===== src/rtl/bt_timing_pkg.sv =====
package bt_timing_pkg;

  // 6 MHz reference, one bit every microsecond
  localparam int CYC_PER_US = 6;

  // 312.5 us half slot
  localparam int CYC_PER_HALF_SLOT = 1875;

  localparam int CLKN_W = 28;

  // divider counter widths
  localparam int US_CNT_W = $clog2(CYC_PER_US);
  localparam int HS_CNT_W = $clog2(CYC_PER_HALF_SLOT);

  // terminal counts
  localparam logic [US_CNT_W-1:0] US_LAST = US_CNT_W'(CYC_PER_US - 1);
  localparam logic [HS_CNT_W-1:0] HS_LAST = HS_CNT_W'(CYC_PER_HALF_SLOT - 1);

  // native clock, bit 0 toggles every half slot
  typedef logic [CLKN_W-1:0] clkn_t;

endpackage


===== src/rtl/bt_access_pkg.sv =====
package bt_access_pkg;

  // access code sync word
  localparam int SYNC_W = 64;

  // correlator threshold and mismatch count widths
  localparam int THRESH_W = 6;
  localparam int MISS_W = $clog2(SYNC_W + 1);

  // scan window and interval, counted in slots
  localparam int SCAN_W = 16;

  typedef logic [SYNC_W-1:0] sync_word_t;

  typedef enum logic [1:0] {
    SCAN_IDLE    = 2'd0,
    SCAN_PAGE    = 2'd1,
    SCAN_INQUIRY = 2'd2
  } scan_mode_e;

endpackage


===== src/rtl/bt_clk_if.sv =====
`timescale 1ns/1ps

interface bt_clk_if;

  logic                 tick_1us;
  logic                 half_slot_p;
  logic                 slot_p;
  bt_timing_pkg::clkn_t clkn;

  // driven by the clock block only
  modport src (
    output tick_1us,
    output half_slot_p,
    output slot_p,
    output clkn
  );

  modport sink (
    input tick_1us,
    input half_slot_p,
    input slot_p,
    input clkn
  );

endinterface


===== src/rtl/bt_clock.sv =====
`timescale 1ns/1ps

module bt_clock (
  input  logic                 clk_6M,
  input  logic                 rstz,
  input  logic                 is_master,
  input  bt_timing_pkg::clkn_t time_base_offset,
  bt_clk_if.src                cb,
  output bt_timing_pkg::clkn_t piconet_clk
);

  logic [bt_timing_pkg::US_CNT_W-1:0] us_cnt;
  logic [bt_timing_pkg::HS_CNT_W-1:0] hs_cnt;
  logic                               us_end;
  logic                               hs_end;
  logic                               tick_q;
  logic                               half_q;
  logic                               slot_q;
  bt_timing_pkg::clkn_t               clkn_q;

  assign us_end = (us_cnt == bt_timing_pkg::US_LAST);
  assign hs_end = (hs_cnt == bt_timing_pkg::HS_LAST);

  // pulses are registered so they line up with the clkn update
  always_ff @(posedge clk_6M or negedge rstz)
  begin
    if (!rstz)
    begin
      us_cnt <= '0;
      hs_cnt <= '0;
      tick_q <= 1'b0;
      half_q <= 1'b0;
      slot_q <= 1'b0;
      clkn_q <= '0;
    end
    else
    begin
      us_cnt <= us_end ? '0 : us_cnt + 1'b1;
      hs_cnt <= hs_end ? '0 : hs_cnt + 1'b1;
      tick_q <= us_end;
      half_q <= hs_end;
      // slot boundary when clkn[0] wraps back to 0
      slot_q <= hs_end & clkn_q[0];
      if (hs_end)
        clkn_q <= clkn_q + 1'b1;
    end
  end

  assign cb.tick_1us    = tick_q;
  assign cb.half_slot_p = half_q;
  assign cb.slot_p      = slot_q;
  assign cb.clkn        = clkn_q;

  // slave runs on the master clock through the offset
  assign piconet_clk = is_master ? clkn_q : clkn_q + time_base_offset;

  a_slot_on_half_slot: assert property (
    @(posedge clk_6M) disable iff (!rstz)
    slot_q |-> half_q && (clkn_q[0] == 1'b0) && $past(clkn_q[0])
  );

endmodule


===== src/rtl/scan_ctrl.sv =====
`timescale 1ns/1ps

module scan_ctrl (
  input  logic                              clk_6M,
  input  logic                              rstz,
  input  logic                              page_scan_enable_oneshot,
  input  logic                              page_scan_cancel_oneshot,
  input  logic                              inquiry_scan_enable_oneshot,
  input  logic                              inquiry_scan_cancel_oneshot,
  input  logic                              inquiry_diac,
  input  logic [bt_access_pkg::SCAN_W-1:0]  tps_window,
  input  logic [bt_access_pkg::SCAN_W-1:0]  tps_interval,
  input  logic [bt_access_pkg::SCAN_W-1:0]  tis_window,
  input  logic [bt_access_pkg::SCAN_W-1:0]  tis_interval,
  input  bt_access_pkg::sync_word_t         syncword_dac,
  input  bt_access_pkg::sync_word_t         syncword_giac,
  input  bt_access_pkg::sync_word_t         syncword_diac,
  bt_clk_if.sink                            cb,
  input  logic                              hit_p,
  output logic                              window,
  output bt_access_pkg::sync_word_t         sync_word,
  output bt_access_pkg::scan_mode_e         scan_mode
);

  logic                             ps_go;
  logic                             is_go;
  logic                             scan_stop;
  logic [bt_access_pkg::SCAN_W-1:0] cur_win;
  logic [bt_access_pkg::SCAN_W-1:0] cur_int;
  logic [bt_access_pkg::SCAN_W-1:0] slot_cnt;
  logic [bt_access_pkg::SCAN_W-1:0] slot_nxt;

  // cancel beats a simultaneous enable
  assign ps_go = page_scan_enable_oneshot & ~page_scan_cancel_oneshot;
  assign is_go = inquiry_scan_enable_oneshot & ~inquiry_scan_cancel_oneshot;
  assign scan_stop = (page_scan_cancel_oneshot && scan_mode == bt_access_pkg::SCAN_PAGE) ||
                     (inquiry_scan_cancel_oneshot && scan_mode == bt_access_pkg::SCAN_INQUIRY);

  assign cur_win = (scan_mode == bt_access_pkg::SCAN_INQUIRY) ? tis_window : tps_window;
  assign cur_int = (scan_mode == bt_access_pkg::SCAN_INQUIRY) ? tis_interval : tps_interval;
  assign slot_nxt = slot_cnt + 1'b1;

  always_ff @(posedge clk_6M or negedge rstz)
  begin
    if (!rstz)
    begin
      scan_mode <= bt_access_pkg::SCAN_IDLE;
      window    <= 1'b0;
      slot_cnt  <= '0;
    end
    else if (ps_go || is_go)
    begin
      scan_mode <= ps_go ? bt_access_pkg::SCAN_PAGE : bt_access_pkg::SCAN_INQUIRY;
      window    <= 1'b1;
      slot_cnt  <= '0;
    end
    else if (scan_stop)
    begin
      scan_mode <= bt_access_pkg::SCAN_IDLE;
      window    <= 1'b0;
      slot_cnt  <= '0;
    end
    else if (scan_mode != bt_access_pkg::SCAN_IDLE)
    begin
      // hit ends this window, the next interval reopens it
      if (hit_p)
        window <= 1'b0;
      if (cb.slot_p)
      begin
        if (slot_nxt >= cur_int)
        begin
          slot_cnt <= '0;
          window   <= 1'b1;
        end
        else
        begin
          slot_cnt <= slot_nxt;
          if (slot_nxt >= cur_win)
            window <= 1'b0;
        end
      end
    end
  end

  // word is fixed for the whole scan
  always_ff @(posedge clk_6M)
  begin
    if (ps_go)
      sync_word <= syncword_dac;
    else if (is_go)
      sync_word <= inquiry_diac ? syncword_diac : syncword_giac;
  end

  a_no_window_in_idle: assert property (
    @(posedge clk_6M) disable iff (!rstz)
    window |-> scan_mode != bt_access_pkg::SCAN_IDLE
  );

  a_window_fits_interval: assert property (
    @(posedge clk_6M) disable iff (!rstz)
    $rose(window) |-> cur_win <= cur_int
  );

endmodule


===== src/rtl/sync_correlator.sv =====
`timescale 1ns/1ps

module sync_correlator (
  input  logic                               clk_6M,
  input  logic                               rstz,
  input  logic                               rxbit,
  bt_clk_if.sink                             cb,
  input  logic                               window,
  input  bt_access_pkg::sync_word_t          sync_word,
  input  logic [bt_access_pkg::THRESH_W-1:0] threshold,
  input  bt_access_pkg::scan_mode_e          scan_mode,
  output logic                               hit_p,
  output bt_timing_pkg::clkn_t               hit_clkn
);

  logic                             rx_meta;
  logic                             rx_sync;
  logic                             samp_v;
  logic                             cmp_v;
  logic                             hit_det;
  bt_access_pkg::sync_word_t        rx_win;
  bt_access_pkg::sync_word_t        diff;
  logic [bt_access_pkg::MISS_W-1:0] diff_cnt;
  logic [bt_access_pkg::MISS_W-1:0] miss_cnt;

  // oldest bit ends up in the msb
  assign diff = rx_win ^ sync_word;

  always_comb
  begin
    diff_cnt = '0;
    for (int i = 0; i < bt_access_pkg::SYNC_W; i++)
      diff_cnt = diff_cnt + {{(bt_access_pkg::MISS_W-1){1'b0}}, diff[i]};
  end

  assign hit_det = cmp_v && window && (miss_cnt <= {1'b0, threshold});

  always_ff @(posedge clk_6M or negedge rstz)
  begin
    if (!rstz)
    begin
      rx_meta  <= 1'b0;
      rx_sync  <= 1'b0;
      rx_win   <= '0;
      samp_v   <= 1'b0;
      cmp_v    <= 1'b0;
      hit_p    <= 1'b0;
      hit_clkn <= '0;
    end
    else
    begin
      rx_meta <= rxbit;
      rx_sync <= rx_meta;
      if (cb.tick_1us)
        rx_win <= {rx_win[bt_access_pkg::SYNC_W-2:0], rx_sync};
      // new sample sits in rx_win
      samp_v <= cb.tick_1us;
      // count valid one cycle after the sample shifts in
      cmp_v <= samp_v;
      hit_p <= hit_det;
      if (hit_det)
        hit_clkn <= cb.clkn;
    end
  end

  always_ff @(posedge clk_6M)
  begin
    miss_cnt <= diff_cnt;
  end

  a_no_hit_when_idle: assert property (
    @(posedge clk_6M) disable iff (!rstz)
    hit_p |-> $past(scan_mode) != bt_access_pkg::SCAN_IDLE
  );

endmodule


===== src/rtl/bt_baseband_rx.sv =====
`timescale 1ns/1ps

module bt_baseband_rx (
  input  logic                               clk_6M,
  input  logic                               rstz,
  input  logic                               regi_is_master,
  input  bt_timing_pkg::clkn_t               regi_time_base_offset,
  input  logic                               regi_page_scan_enable_oneshot,
  input  logic                               regi_page_scan_cancel_oneshot,
  input  logic                               regi_inquiry_scan_enable_oneshot,
  input  logic                               regi_inquiry_scan_cancel_oneshot,
  input  logic                               regi_inquiry_diac,
  input  logic [bt_access_pkg::SCAN_W-1:0]   regi_tps_window,
  input  logic [bt_access_pkg::SCAN_W-1:0]   regi_tps_interval,
  input  logic [bt_access_pkg::SCAN_W-1:0]   regi_tis_window,
  input  logic [bt_access_pkg::SCAN_W-1:0]   regi_tis_interval,
  input  logic [bt_access_pkg::THRESH_W-1:0] regi_corre_threshold,
  input  bt_access_pkg::sync_word_t          regi_syncword_dac,
  input  bt_access_pkg::sync_word_t          regi_syncword_giac,
  input  bt_access_pkg::sync_word_t          regi_syncword_diac,
  input  logic                               rxbit,
  output bt_timing_pkg::clkn_t               clkn,
  output bt_timing_pkg::clkn_t               piconet_clk,
  output logic                               slot_p,
  output logic                               scan_window,
  output logic                               sync_hit_p,
  output bt_timing_pkg::clkn_t               hit_clkn
);

  bt_access_pkg::sync_word_t sync_word;
  bt_access_pkg::scan_mode_e scan_mode;

  bt_clk_if clk_bus ();

  bt_clock u_bt_clock (
    .clk_6M           (clk_6M),
    .rstz             (rstz),
    .is_master        (regi_is_master),
    .time_base_offset (regi_time_base_offset),
    .cb               (clk_bus.src),
    .piconet_clk      (piconet_clk)
  );

  scan_ctrl u_scan_ctrl (
    .clk_6M                      (clk_6M),
    .rstz                        (rstz),
    .page_scan_enable_oneshot    (regi_page_scan_enable_oneshot),
    .page_scan_cancel_oneshot    (regi_page_scan_cancel_oneshot),
    .inquiry_scan_enable_oneshot (regi_inquiry_scan_enable_oneshot),
    .inquiry_scan_cancel_oneshot (regi_inquiry_scan_cancel_oneshot),
    .inquiry_diac                (regi_inquiry_diac),
    .tps_window                  (regi_tps_window),
    .tps_interval                (regi_tps_interval),
    .tis_window                  (regi_tis_window),
    .tis_interval                (regi_tis_interval),
    .syncword_dac                (regi_syncword_dac),
    .syncword_giac               (regi_syncword_giac),
    .syncword_diac               (regi_syncword_diac),
    .cb                          (clk_bus.sink),
    .hit_p                       (sync_hit_p),
    .window                      (scan_window),
    .sync_word                   (sync_word),
    .scan_mode                   (scan_mode)
  );

  sync_correlator u_sync_correlator (
    .clk_6M    (clk_6M),
    .rstz      (rstz),
    .rxbit     (rxbit),
    .cb        (clk_bus.sink),
    .window    (scan_window),
    .sync_word (sync_word),
    .threshold (regi_corre_threshold),
    .scan_mode (scan_mode),
    .hit_p     (sync_hit_p),
    .hit_clkn  (hit_clkn)
  );

  assign clkn   = clk_bus.clkn;
  assign slot_p = clk_bus.slot_p;

endmodule


===== config.mk =====
export PLATFORM = sky130hd
export DESIGN_NAME = bt_baseband_rx
export DESIGN_NICKNAME = d
export VERILOG_FILES = /design/src/rtl/bt_timing_pkg.sv /design/src/rtl/bt_access_pkg.sv /design/src/rtl/bt_clk_if.sv /design/src/rtl/bt_clock.sv /design/src/rtl/scan_ctrl.sv /design/src/rtl/sync_correlator.sv /design/src/rtl/bt_baseband_rx.sv
export SDC_FILE = /design/constraint.sdc
export NUM_CORES = 1
export LEC_CHECK = 0
export BUFFER_PORTS_ARGS = -buffer_cell sky130_fd_sc_hd__buf_2
export CORE_ASPECT_RATIO = 1.2
export CORE_MARGIN = 2
export CORE_UTILIZATION = 49
export DETAILED_ROUTE_END_ITERATION = 6
export PLACE_DENSITY_LB_ADDON = 0.05
export SETUP_SLACK_MARGIN = 0.3
export SKIP_CTS_REPAIR_TIMING = 1
export SLEW_MARGIN = 10
export SYNTH_ARGS = -nofsm -noshare
export SYNTH_HDL_FRONTEND = slang
export SYNTH_SLANG_ARGS = --single-unit

===== constraint.sdc =====
create_clock -name clk_6M -period 6.7 [get_ports clk_6M]
set_clock_uncertainty 0.2 [all_clocks]
set_input_delay 1.005 -clock clk_6M [delete_from_list [all_inputs] [get_ports clk_6M]]
set_output_delay 1.005 -clock clk_6M [all_outputs]
set_load 0.1 [all_outputs]

==> reports/results.tsv, run 1 <==
metric	value	unit
GRT overflow	0	
GRT Total Usage	0.228	
Starting DRT DRC Count	423	
Via density	5.16	
area grow syn2layout	21.5	%
Power Density	555	nW/µm²
Required @ worst endpoint	6.97	ns
status	finished, final reports clean	
port buffer count	385	
Synth Register Bits	231	
Max Slew Vio Count	0	
fmax	156	MHz
clk slew on worst S/H paths	0.07	ns
Post-Syn Area	14800	µm²
clock share of power	0.140	
Fill cells	2563	
Starting Density	0.500	
Seq/Total Area, Yosys	0.409	
startpoint types	register	
vias in the first global route	11300	
final wirelength	36200	µm
register area	6070	µm²
Post-Synth Adder-Cell Area	0.146	
post-synthesis compound-gate area fraction	0.0989	
root buffer cell	clkbuf_16	
unrepaired setup endpoints after global routing	true	
Power Total	10.0	mW
worst hold path type	register to register	
Core Area	29700	µm²
maximum VDD drop	0.00194	V
Pre-antenna DRT Iters	5	
Final GP Congestion	0.863	
Cell variety after synth	59	
Placed Cells	2109	
clock sink total	231	
Placed Area	17200	µm²
critical setup path kind	register to register	
# IOs	386	
number of synthesized flops with an enable pin	64	
Synth Area in Simple Gates	0.0942	
setup slack after layout	0.281	ns
post-DP HPWL	28100	µm
largest net degree at the start of global routing	98	
# DRC	0	
first-pass GRT wire length	57500	µm
NetSw	4.17	mW
share of power burned in combinational logic	0.686	
share of layout cells above drive strength 1	0.316	
most used flip-flop cell after synthesis	dfrtp_1	
n_diodes	0	
Post-Route Setup TNS	0	ns
Place WS	0.0689	ns
YS warnings	0	
number of max-cap violations	0	
Int Power	5.84	mW
Avg WL per Cell	16.8	µm
final period utilization	0.958	
Sw Ratio	0.416	
Worst Setup End Kind	register	
CP max FO	3	
antenna violations before repair	0	
Non-Filler Instances	2155	
H-tree depth	1	
Vert. Die Dim	195	µm
worst-skew pair later-pin latency	0.52	ns
part of the power in registers	0.174	
TritonCTS clock tree	done	
Setup Viol. Count Final	0	
post-route ant nets	0	
Syn Inst Count	1381	
post-synthesis xor/xnor area fraction	0.0821	
Layout Utilization	0.607	
Design Area, Final	18000	µm²
max_slew headroom	0.337	
Worst Tran Pin Value	0.988	ns
syn avg cell area	10.7	µm²
Max Root-Sink Buffers	3	
vias	11100	
largest family of logic cells by synthesized area	adder cells	
Tmin final	6.42	ns
mux cell area share after synthesis	0.138	
footprint of the multi-input gates	8370	µm²
Die ar.	31700	µm²
hold slack final	0.151	ns
Die X	163	µm
final hold violations	0	
Pleak	8.93	nW
CP arrival	6.69	ns
Post-synth ARST share	0.693	
Num CTS Buffers	25	
nets	2186	
Site Rows	69	
Syn Nets	1820	
[synth_stat cells (all sizes together) (2+ instances only)]
cell | number | area, µm²
dfrtp | 160 | 4000
nand2 | 142 | 536
o21ai | 136 | 681
mux2i | 97 | 971
mux2 | 96 | 1080
ha | 85 | 1060
xnor2 | 75 | 657
inv | 70 | 263
edfxtp | 64 | 1920
xor2 | 64 | 561
fa | 55 | 1100
nor2 | 54 | 203
clkbuf | 46 | 173
a21oi | 43 | 215
nand3 | 27 | 135
a21o | 24 | 180
nand2b | 15 | 93.8
nand4 | 14 | 87.6
and3 | 12 | 75.1
nor2b | 10 | 62.6
buf | 9 | 36.3
o21a | 9 | 67.6
nor3 | 8 | 51.3
a211oi | 7 | 52.6
dfxtp | 7 | 140
o21bai | 7 | 52.6
o31ai | 6 | 45.0
or3 | 5 | 41.3
and2 | 4 | 27.5
o211ai | 4 | 30.0
a211o | 2 | 17.5
o311ai | 2 | 17.5
or2 | 2 | 12.5
[metal layers]
layer / up-vias / track usage / share of wire
met3: 33 / 0.0380 / 0.057
met1: 5225 / 0.292 / 0.42
li1: 5546 / - / -
met5: - / 0 / 0
met2: 308 / 0.407 / 0.51
met4: 0 / 0.0423 / 0.014
[critical path, cell delays in order, from the launching register on]
cell	delay, ns
dfrtp_1	0.40
xor2_1	0.17
ha_1	0.32
fa_1	0.55
fa_1	0.45
fa_1	0.57
fa_1	0.45
fa_2	0.59
fa_1	0.42
inv_2	0.08
fa_2	0.44
fa_1	0.48
fa_2	0.37
fa_2	0.38
inv_2	0.06
a21oi_2	0.05
o21bai_2	0.16
a21o_1	0.13
a21o_1	0.10
[cells by family after synthesis]
group | after synthesis
compound gates | 252
flops | 231
xor+xnor | 139
simple gates | 301
buf+inv | 125
mux | 193
fa+ha+maj | 140
[power groups by stage]
stage / clock (mW) / sequential (mW) / combinational (mW)
global placement: 0 / 1.77 / 6.26
detailed placement: 0 / 1.77 / 6.36
finish: 1.40 / 1.74 / 6.87
floorplan: 0 / 1.75 / 5.32
global route: 1.50 / 1.74 / 7.90
CTS: 1.44 / 1.74 / 6.39
[path summary, 6_finish.rpt]
kind / slack (ns) / from / endpoint / cells after the start
max: 0.28 / u_sync_correlator.rx_win[1] / u_sync_correlator.miss_cnt[6] / 18
max in group asynchronous: 4.84 / rstz / u_bt_clock.cb.tick_1us / 2
max reg2reg: 0.28 / u_sync_correlator.rx_win[1] / u_sync_correlator.miss_cnt[6] / 18
min in group asynchronous: 0.19 / rstz / u_scan_ctrl.slot_cnt[1] / 1
min reg2reg: 0.15 / u_sync_correlator.samp_v / u_sync_correlator.cmp_v / 0
min: 0.15 / u_sync_correlator.samp_v / u_sync_correlator.cmp_v / 0
[state kept, by name, indices dropped and copies added (netlist names), 2 cells and up]
| signal | cells |
|---|---|
| u_scan_ctrl.sync_word | 64 |
| u_sync_correlator.rx_win | 64 |
| u_bt_clock.cb.clkn | 28 |
| u_sync_correlator.hit_clkn | 28 |
| u_scan_ctrl.slot_cnt | 16 |
| u_bt_clock.hs_cnt | 11 |
| u_sync_correlator.miss_cnt | 7 |
| u_bt_clock.us_cnt | 3 |
| u_scan_ctrl.scan_mode | 2 |
[layout make-up]
class | instances | share of cell area
inverters | 70 | 0.0146
clock inverters | 12 | 0.00625
well taps | 390 | 0.0271
repair buffers | 394 | 0.111
clock buffers | 33 | 0.0404
flip-flops and latches | 231 | 0.337
multi-input cells | 1025 | 0.464
[cells in the final DEF (no fill, tap or decap), types with 5 or more instances in the layout]
master / instances
edfxtp_1: 64
o21a_1: 9
a21oi_1: 41
dfxtp_1: 7
nand3_1: 27
nand2b_1: 15
o31ai_1: 5
mux2i_1: 97
clkbuf_16: 27
o21ai_0: 132
nor2b_1: 8
nand2_1: 141
buf_2: 383
xor2_1: 63
and3_1: 12
a21o_1: 23
nand4_1: 14
nor3_1: 7
a211oi_1: 7
clkinv_2: 6
ha_1: 85
dfrtp_1: 159
nor2_1: 54
inv_1: 68
fa_1: 50
buf_4: 10
mux2_2: 96
xnor2_1: 75
o21bai_1: 6
fa_2: 5
Note: power is estimated with default switching activity, not from simulation.
==> run 2, diff against run 1 <==
ABC_AREA = 1   (was not set)
CORE_UTILIZATION = 50   (was 49)
==> reports/results.tsv, run 2 <==
metric	value	unit
status	finished, final reports clean	
YS warnings	0	
Max Root-Sink Buffers	3	
number of max-cap violations	0	
Max Slew Vio Count	0	
final wirelength	40800	µm
port buffer count	385	
Final GP Congestion	0.917	
setup slack after layout	0.470	ns
Post-Route Setup TNS	0	ns
Synth Register Bits	231	
Cell variety after synth	46	
GRT Total Usage	0.246	
Site Rows	71	
Core Area	31100	µm²
number of synthesized flops with an enable pin	64	
commonest non-fill, non-tap cell in the layout	nand2_1	
Worst Setup End Kind	register	
area grow syn2layout	20.4	%
root buffer cell	clkbuf_16	
post-DP HPWL	32300	µm
maximum VDD drop	0.00188	V
Avg WL per Cell	15.1	µm
antenna violations before repair	2	
startpoint types	register	
clock sink total	231	
share of layout cells above drive strength 1	0.203	
most frequent cell after synthesis	nand2_1	
CP top delay family	adder cells	
syn avg cell area	8.18	µm²
synth top area cells	dfrtp_1 (26%), edfxtp_1 (12%), nand2_1 (10%)	
Required @ worst endpoint	6.94	ns
final period utilization	0.930	
Syn Inst Count	1918	
Num CTS Buffers	26	
max incr delay on CP	0.56	ns
CP arrival	6.47	ns
Vert. Die Dim	198	µm
largest family of logic cells by synthesized area	simple AND/OR/NAND/NOR gates	
TritonCTS clock tree	done	
nets	2719	
Largest regs	u_scan_ctrl.sync_word x64, u_sync_correlator.rx_win x64	
max_slew headroom	0.276	
Power Density	549	nW/µm²
Post-synth ARST share	0.693	
worst hold path type	register to register	
# DRC	0	
clk slew on worst S/H paths	0.06	ns
first-pass GRT wire length	65700	µm
GRT overflow	0	
post-route ant nets	0	
Synth Area in Simple Gates	0.186	
post-synthesis compound-gate area fraction	0.124	
most frequent cells in the layout	nand2_1 (418), buf_2 (383), inv_1 (279)	
vias	13600	
worst-skew pair later-pin latency	0.52	ns
Starting Density	0.505	
Commonest cells post-synth	nand2_1 (419), inv_1 (280), o21ai_0 (250)	
Place WS	0.0845	ns
worst path cell trace	xor2_2, fa_1, fa_1, inv_1, fa_1, fa_1, inv_2, fa_1, fa_1, inv_1, fa_1, fa_1, fa_2, fa_2, o21ai_4, a21oi_2, o21bai_1	
largest area contributor in the netlist	dfrtp_1	
critical setup path kind	register to register	
Pre-antenna DRT Iters	5	
Pleak	9.69	nW
Crit-path slowest cell	fa_1	
Fill cells	2910	
vias in the first global route	13000	
largest net degree at the start of global routing	129	
most used flip-flop cell after synthesis	dfrtp_1	
top cell type's share of synthesized area	0.255	
final hold violations	0	
Via density	5.05	
hold slack final	0.150	ns
post-synthesis xor/xnor area fraction	0.0597	
Buffers & Inverters on Critical Path	3	
Post-Synth Adder-Cell Area	0.138	
Die X	166	µm
Worst Tran Pin Value	1.09	ns
H-tree depth	1	
Setup Viol. Count Final	0	
Most common cell on crit path	fa_1	
unrepaired setup endpoints after global routing	true	
mux cell area share after synthesis	0.0220	
Die ar.	32800	µm²
CP max FO	2	
Tmin final	6.23	ns
# IOs	386	
Post-Syn Area	15700	µm²
fmax	161	MHz
Seq/Total Area, Yosys	0.387	
Starting DRT DRC Count	818	
Syn Nets	2357	
-- run 2: cell types whose count changed in the layout (fill, tap and decap cells not counted), moves of 20 or more --
cell | previous run | this run
a21o_1 | 23 | 3
mux2i_1 | 97 | 30
nand2_1 | 141 | 418
o21ai_0 | 132 | 248
a21oi_1 | 41 | 84
nor2_1 | 54 | 129
mux2_2 | 96 | 4
xnor2_1 | 75 | 34
nand3_1 | 27 | 57
inv_1 | 68 | 279
-- run 2: cell families after synthesis --
family	Yosys count
simple gates	688
compound gates	376
buf+inv	342
flops	231
fa+ha+maj	140
xor+xnor	107
mux	34
-- run 2: worst paths after layout --
check | from | end | slack [ns] | depth (start not counted)
setup / recovery | u_scan_ctrl.sync_word[38] | u_sync_correlator.miss_cnt[6] | 0.47 | 17
hold / removal | u_sync_correlator.rx_meta | u_sync_correlator.rx_sync | 0.15 | 0
setup reg to reg | u_scan_ctrl.sync_word[38] | u_sync_correlator.miss_cnt[6] | 0.47 | 17
hold reg to reg | u_sync_correlator.rx_meta | u_sync_correlator.rx_sync | 0.15 | 0
max in group asynchronous | rstz | u_sync_correlator.rx_win[62] | 4.43 | 2
min in group asynchronous | rstz | u_scan_ctrl.slot_cnt[9] | 0.31 | 1
-- run 2: worst reg2reg max path: stages (launching register included) --
cell      delay, ns
edfxtp_1       0.41
xor2_2         0.20
fa_1           0.49
fa_1           0.54
inv_1          0.06
fa_1           0.52
fa_1           0.56
inv_2          0.05
fa_1           0.48
fa_1           0.49
inv_1          0.05
fa_1           0.53
fa_1           0.44
fa_2           0.38
fa_2           0.40
o21ai_4        0.16
a21oi_2        0.07
o21bai_1       0.14
-- run 2: where the power goes --
part	switching [mW]	total (mW)	internal (mW)
Sequential	0.0396	1.72	1.68
Clock	0.548	1.42	0.875
Combinational	3.92	7.23	3.30
-- run 2: cell type report --
type                       instances  area [µm²]  share of cell area
multi-input combinational       1345        8390               0.444
clock inverter                    10         126             0.00669
clock buffer                      38         737              0.0390
timing repair buffer             393        2000               0.106
inverter                         283        1060              0.0562
sequential                       231        6070               0.321
tap                              401         502              0.0266
antenna                            1        2.50            0.000133
-- run 2: metal layers --
metal | track usage | vias to the layer above | part of all wire
met5 | 0 | - | 0.00032
met4 | 0.0593 | 2 | 0.024
met3 | 0.0448 | 61 | 0.061
met2 | 0.417 | 392 | 0.48
met1 | 0.329 | 6235 | 0.44
li1 | - | 6950 | -
-- run 2: metrics by stage --
| stage | total power [mW] | cell area, µm² | cells | utilization |
|---|---|---|---|---|
| global route | 11.3 | 18900 | 2701 | 0.607 |
| finish | 10.4 | 18900 | 2702 | 0.607 |
| detailed placement | 8.13 | 17900 | 2649 | 0.577 |
| floorplan | 7.14 | 15700 | 1918 | - |
| CTS | 9.58 | 18800 | 2697 | 0.605 |
| global placement | 7.95 | 17900 | 2649 | 0.577 |
==> run 3, diff against run 2 <==
SYNTH_HIERARCHICAL = 1   (was not set)
==> reports/results.tsv, run 3 <==
metric	value	unit
status	finished, final reports clean	
Die X	170	µm
first-pass GRT wire length	70700	µm
met3 Use GR	0.0265	
post-route ant nets	0	
met2 Usage GRT	0.482	
Max Root-Sink Buffers	3	
Required @ worst endpoint	6.93	ns
Tmin final	6.43	ns
Final GP Congestion	1.01	
H-tree depth	1	
worst-skew pair later-pin latency	0.53	ns
share of power burned in combinational logic	0.701	
GRT busiest layer	met2	
nets	2912	
Post-Syn Area	16500	µm²
Power Density	528	nW/µm²
root buffer cell	clkbuf_16	
final wirelength	44600	µm
port buffer count	385	
Placed Cells	2852	
max incr delay on CP	0.60	ns
final hold violations	0	
unrepaired setup endpoints after global routing	true	
fmax	156	MHz
CP arrival	6.66	ns
vias	14700	
Sw Ratio	0.444	
post-DP HPWL	35000	µm
Max Slew Vio Count	0	
Worst Setup End Kind	register	
number of max-cap violations	0	
# IOs	386	
largest net degree at the start of global routing	115	
hold slack final	0.149	ns
Worst Tran Pin Value	1.10	ns
Most common cell on crit path	fa_1	
GRT overflow	0	
Layout Utilization	0.604	
share of layout cells above drive strength 1	0.201	
TritonCTS clock tree	done	
antenna violations before repair	0	
Core Area	32300	µm²
worst hold path type	register to register	
setup slack after layout	0.270	ns
area grow syn2layout	18.5	%
Fill cells	3013	
critical setup path kind	register to register	
YS warnings	6	
Site Rows	72	
Syn Nets	2555	
Setup Viol. Count Final	0	
Die ar.	34400	µm²
Vert. Die Dim	203	µm
clock sink total	231	
Avg WL per Cell	15.4	µm
Non-Filler Instances	2899	
n_diodes	0	
Largest regs	u_scan_ctrl/sync_word x64, u_sync_correlator/rx_win x64	
startpoint types	register	
max_slew headroom	0.269	
final period utilization	0.960	
worst path cell trace	xnor2_2, fa_1, inv_1, fa_1, fa_1, fa_2, fa_1, fa_2, fa_1, inv_2, fa_1, fa_1, inv_1, ha_2, fa_2, nand3_2, nand2_2, a21oi_2, o21bai_1	
most frequent cells in the layout	nand2_1 (591), buf_2 (383), inv_1 (329)	
Post-Route Setup TNS	0	ns
Num CTS Buffers	25	
Pleak	10.5	nW
met1 Track Usage GR	0.311	
vias in the first global route	14400	
clk slew on worst S/H paths	0.06	ns
CP max FO	2	
Int Power	5.73	mW
clock share of power	0.129	
syn avg cell area	7.79	µm²
Crit-path slowest cell	fa_2	
Starting Density	0.509	
commonest non-fill, non-tap cell in the layout	nand2_1	
GRT Total Usage	0.259	
NetSw	4.57	mW
Syn Inst Count	2116	
Place WS	0.0608	ns
Via density	5.08	
maximum VDD drop	0.00210	V
part of the power in registers	0.169	
Pre-antenna DRT Iters	5	
# DRC	0	
Starting DRT DRC Count	727	
[run 3: area by class of cell]
type,instances,area [µm²],area share
timing repair buffer,397,2030,0.104
multi-input combinational,1480,8850,0.453
clock buffer,35,726,0.0372
inverter,338,1270,0.0652
clock inverter,11,67.6,0.00346
sequential,231,6070,0.311
tap,407,509,0.0261
[run 3: critical path: cells and delay by family (launching register included)]
family	cells	cell delay [ns]
AND/OR/NAND/NOR	2	0.15
flip-flops	1	0.41
buffers and inverters	3	0.16
AO/OA/AOI/OAI	2	0.20
XOR/XNOR	1	0.17
adder cells (fa/ha/maj)	11	5.05
[run 3: routing by layer]
metal  wire length, µm  part of all wire
met1             17900              0.40
met5                 0                 0
met3              2380             0.053
met2             22800              0.51
met4              1630             0.036
[run 3: metrics by stage]
step | power [mW] | cell area (µm²)
finish | 10.3 | 19500
global route | 11.3 | 19500
CTS | 9.43 | 19500
detailed placement | 8.05 | 18700
global placement | 7.84 | 18700
floorplan | 6.99 | 16500
[run 3: final timing paths]
| path | startpoint | endpoint | slack [ns] | cells past startpoint |
|---|---|---|---|---|
| setup reg to reg | u_scan_ctrl/sync_word[0] | u_sync_correlator/miss_cnt[6] | 0.27 | 19 |
| hold / removal | u_sync_correlator/rx_meta | u_sync_correlator/rx_sync | 0.15 | 0 |
| min in group asynchronous | rstz | u_scan_ctrl/slot_cnt[7] | 0.29 | 1 |
| max in group asynchronous | rstz | u_bt_clock/cb.clkn[25] | 4.88 | 2 |
| setup / recovery | u_scan_ctrl/sync_word[0] | u_sync_correlator/miss_cnt[6] | 0.27 | 19 |
| hold reg to reg | u_sync_correlator/rx_meta | u_sync_correlator/rx_sync | 0.15 | 0 |
[run 3: power groups by stage]
| stage | sequential (mW) | combinational, mW | clock, mW |
|---|---|---|---|
| after floorplan | 1.77 | 5.21 | 0 |
| after global placement | 1.77 | 6.07 | 0 |
| after detailed placement | 1.77 | 6.28 | 0 |
| after CTS | 1.74 | 6.32 | 1.36 |
| after global routing | 1.75 | 8.14 | 1.42 |
| final | 1.75 | 7.22 | 1.33 |
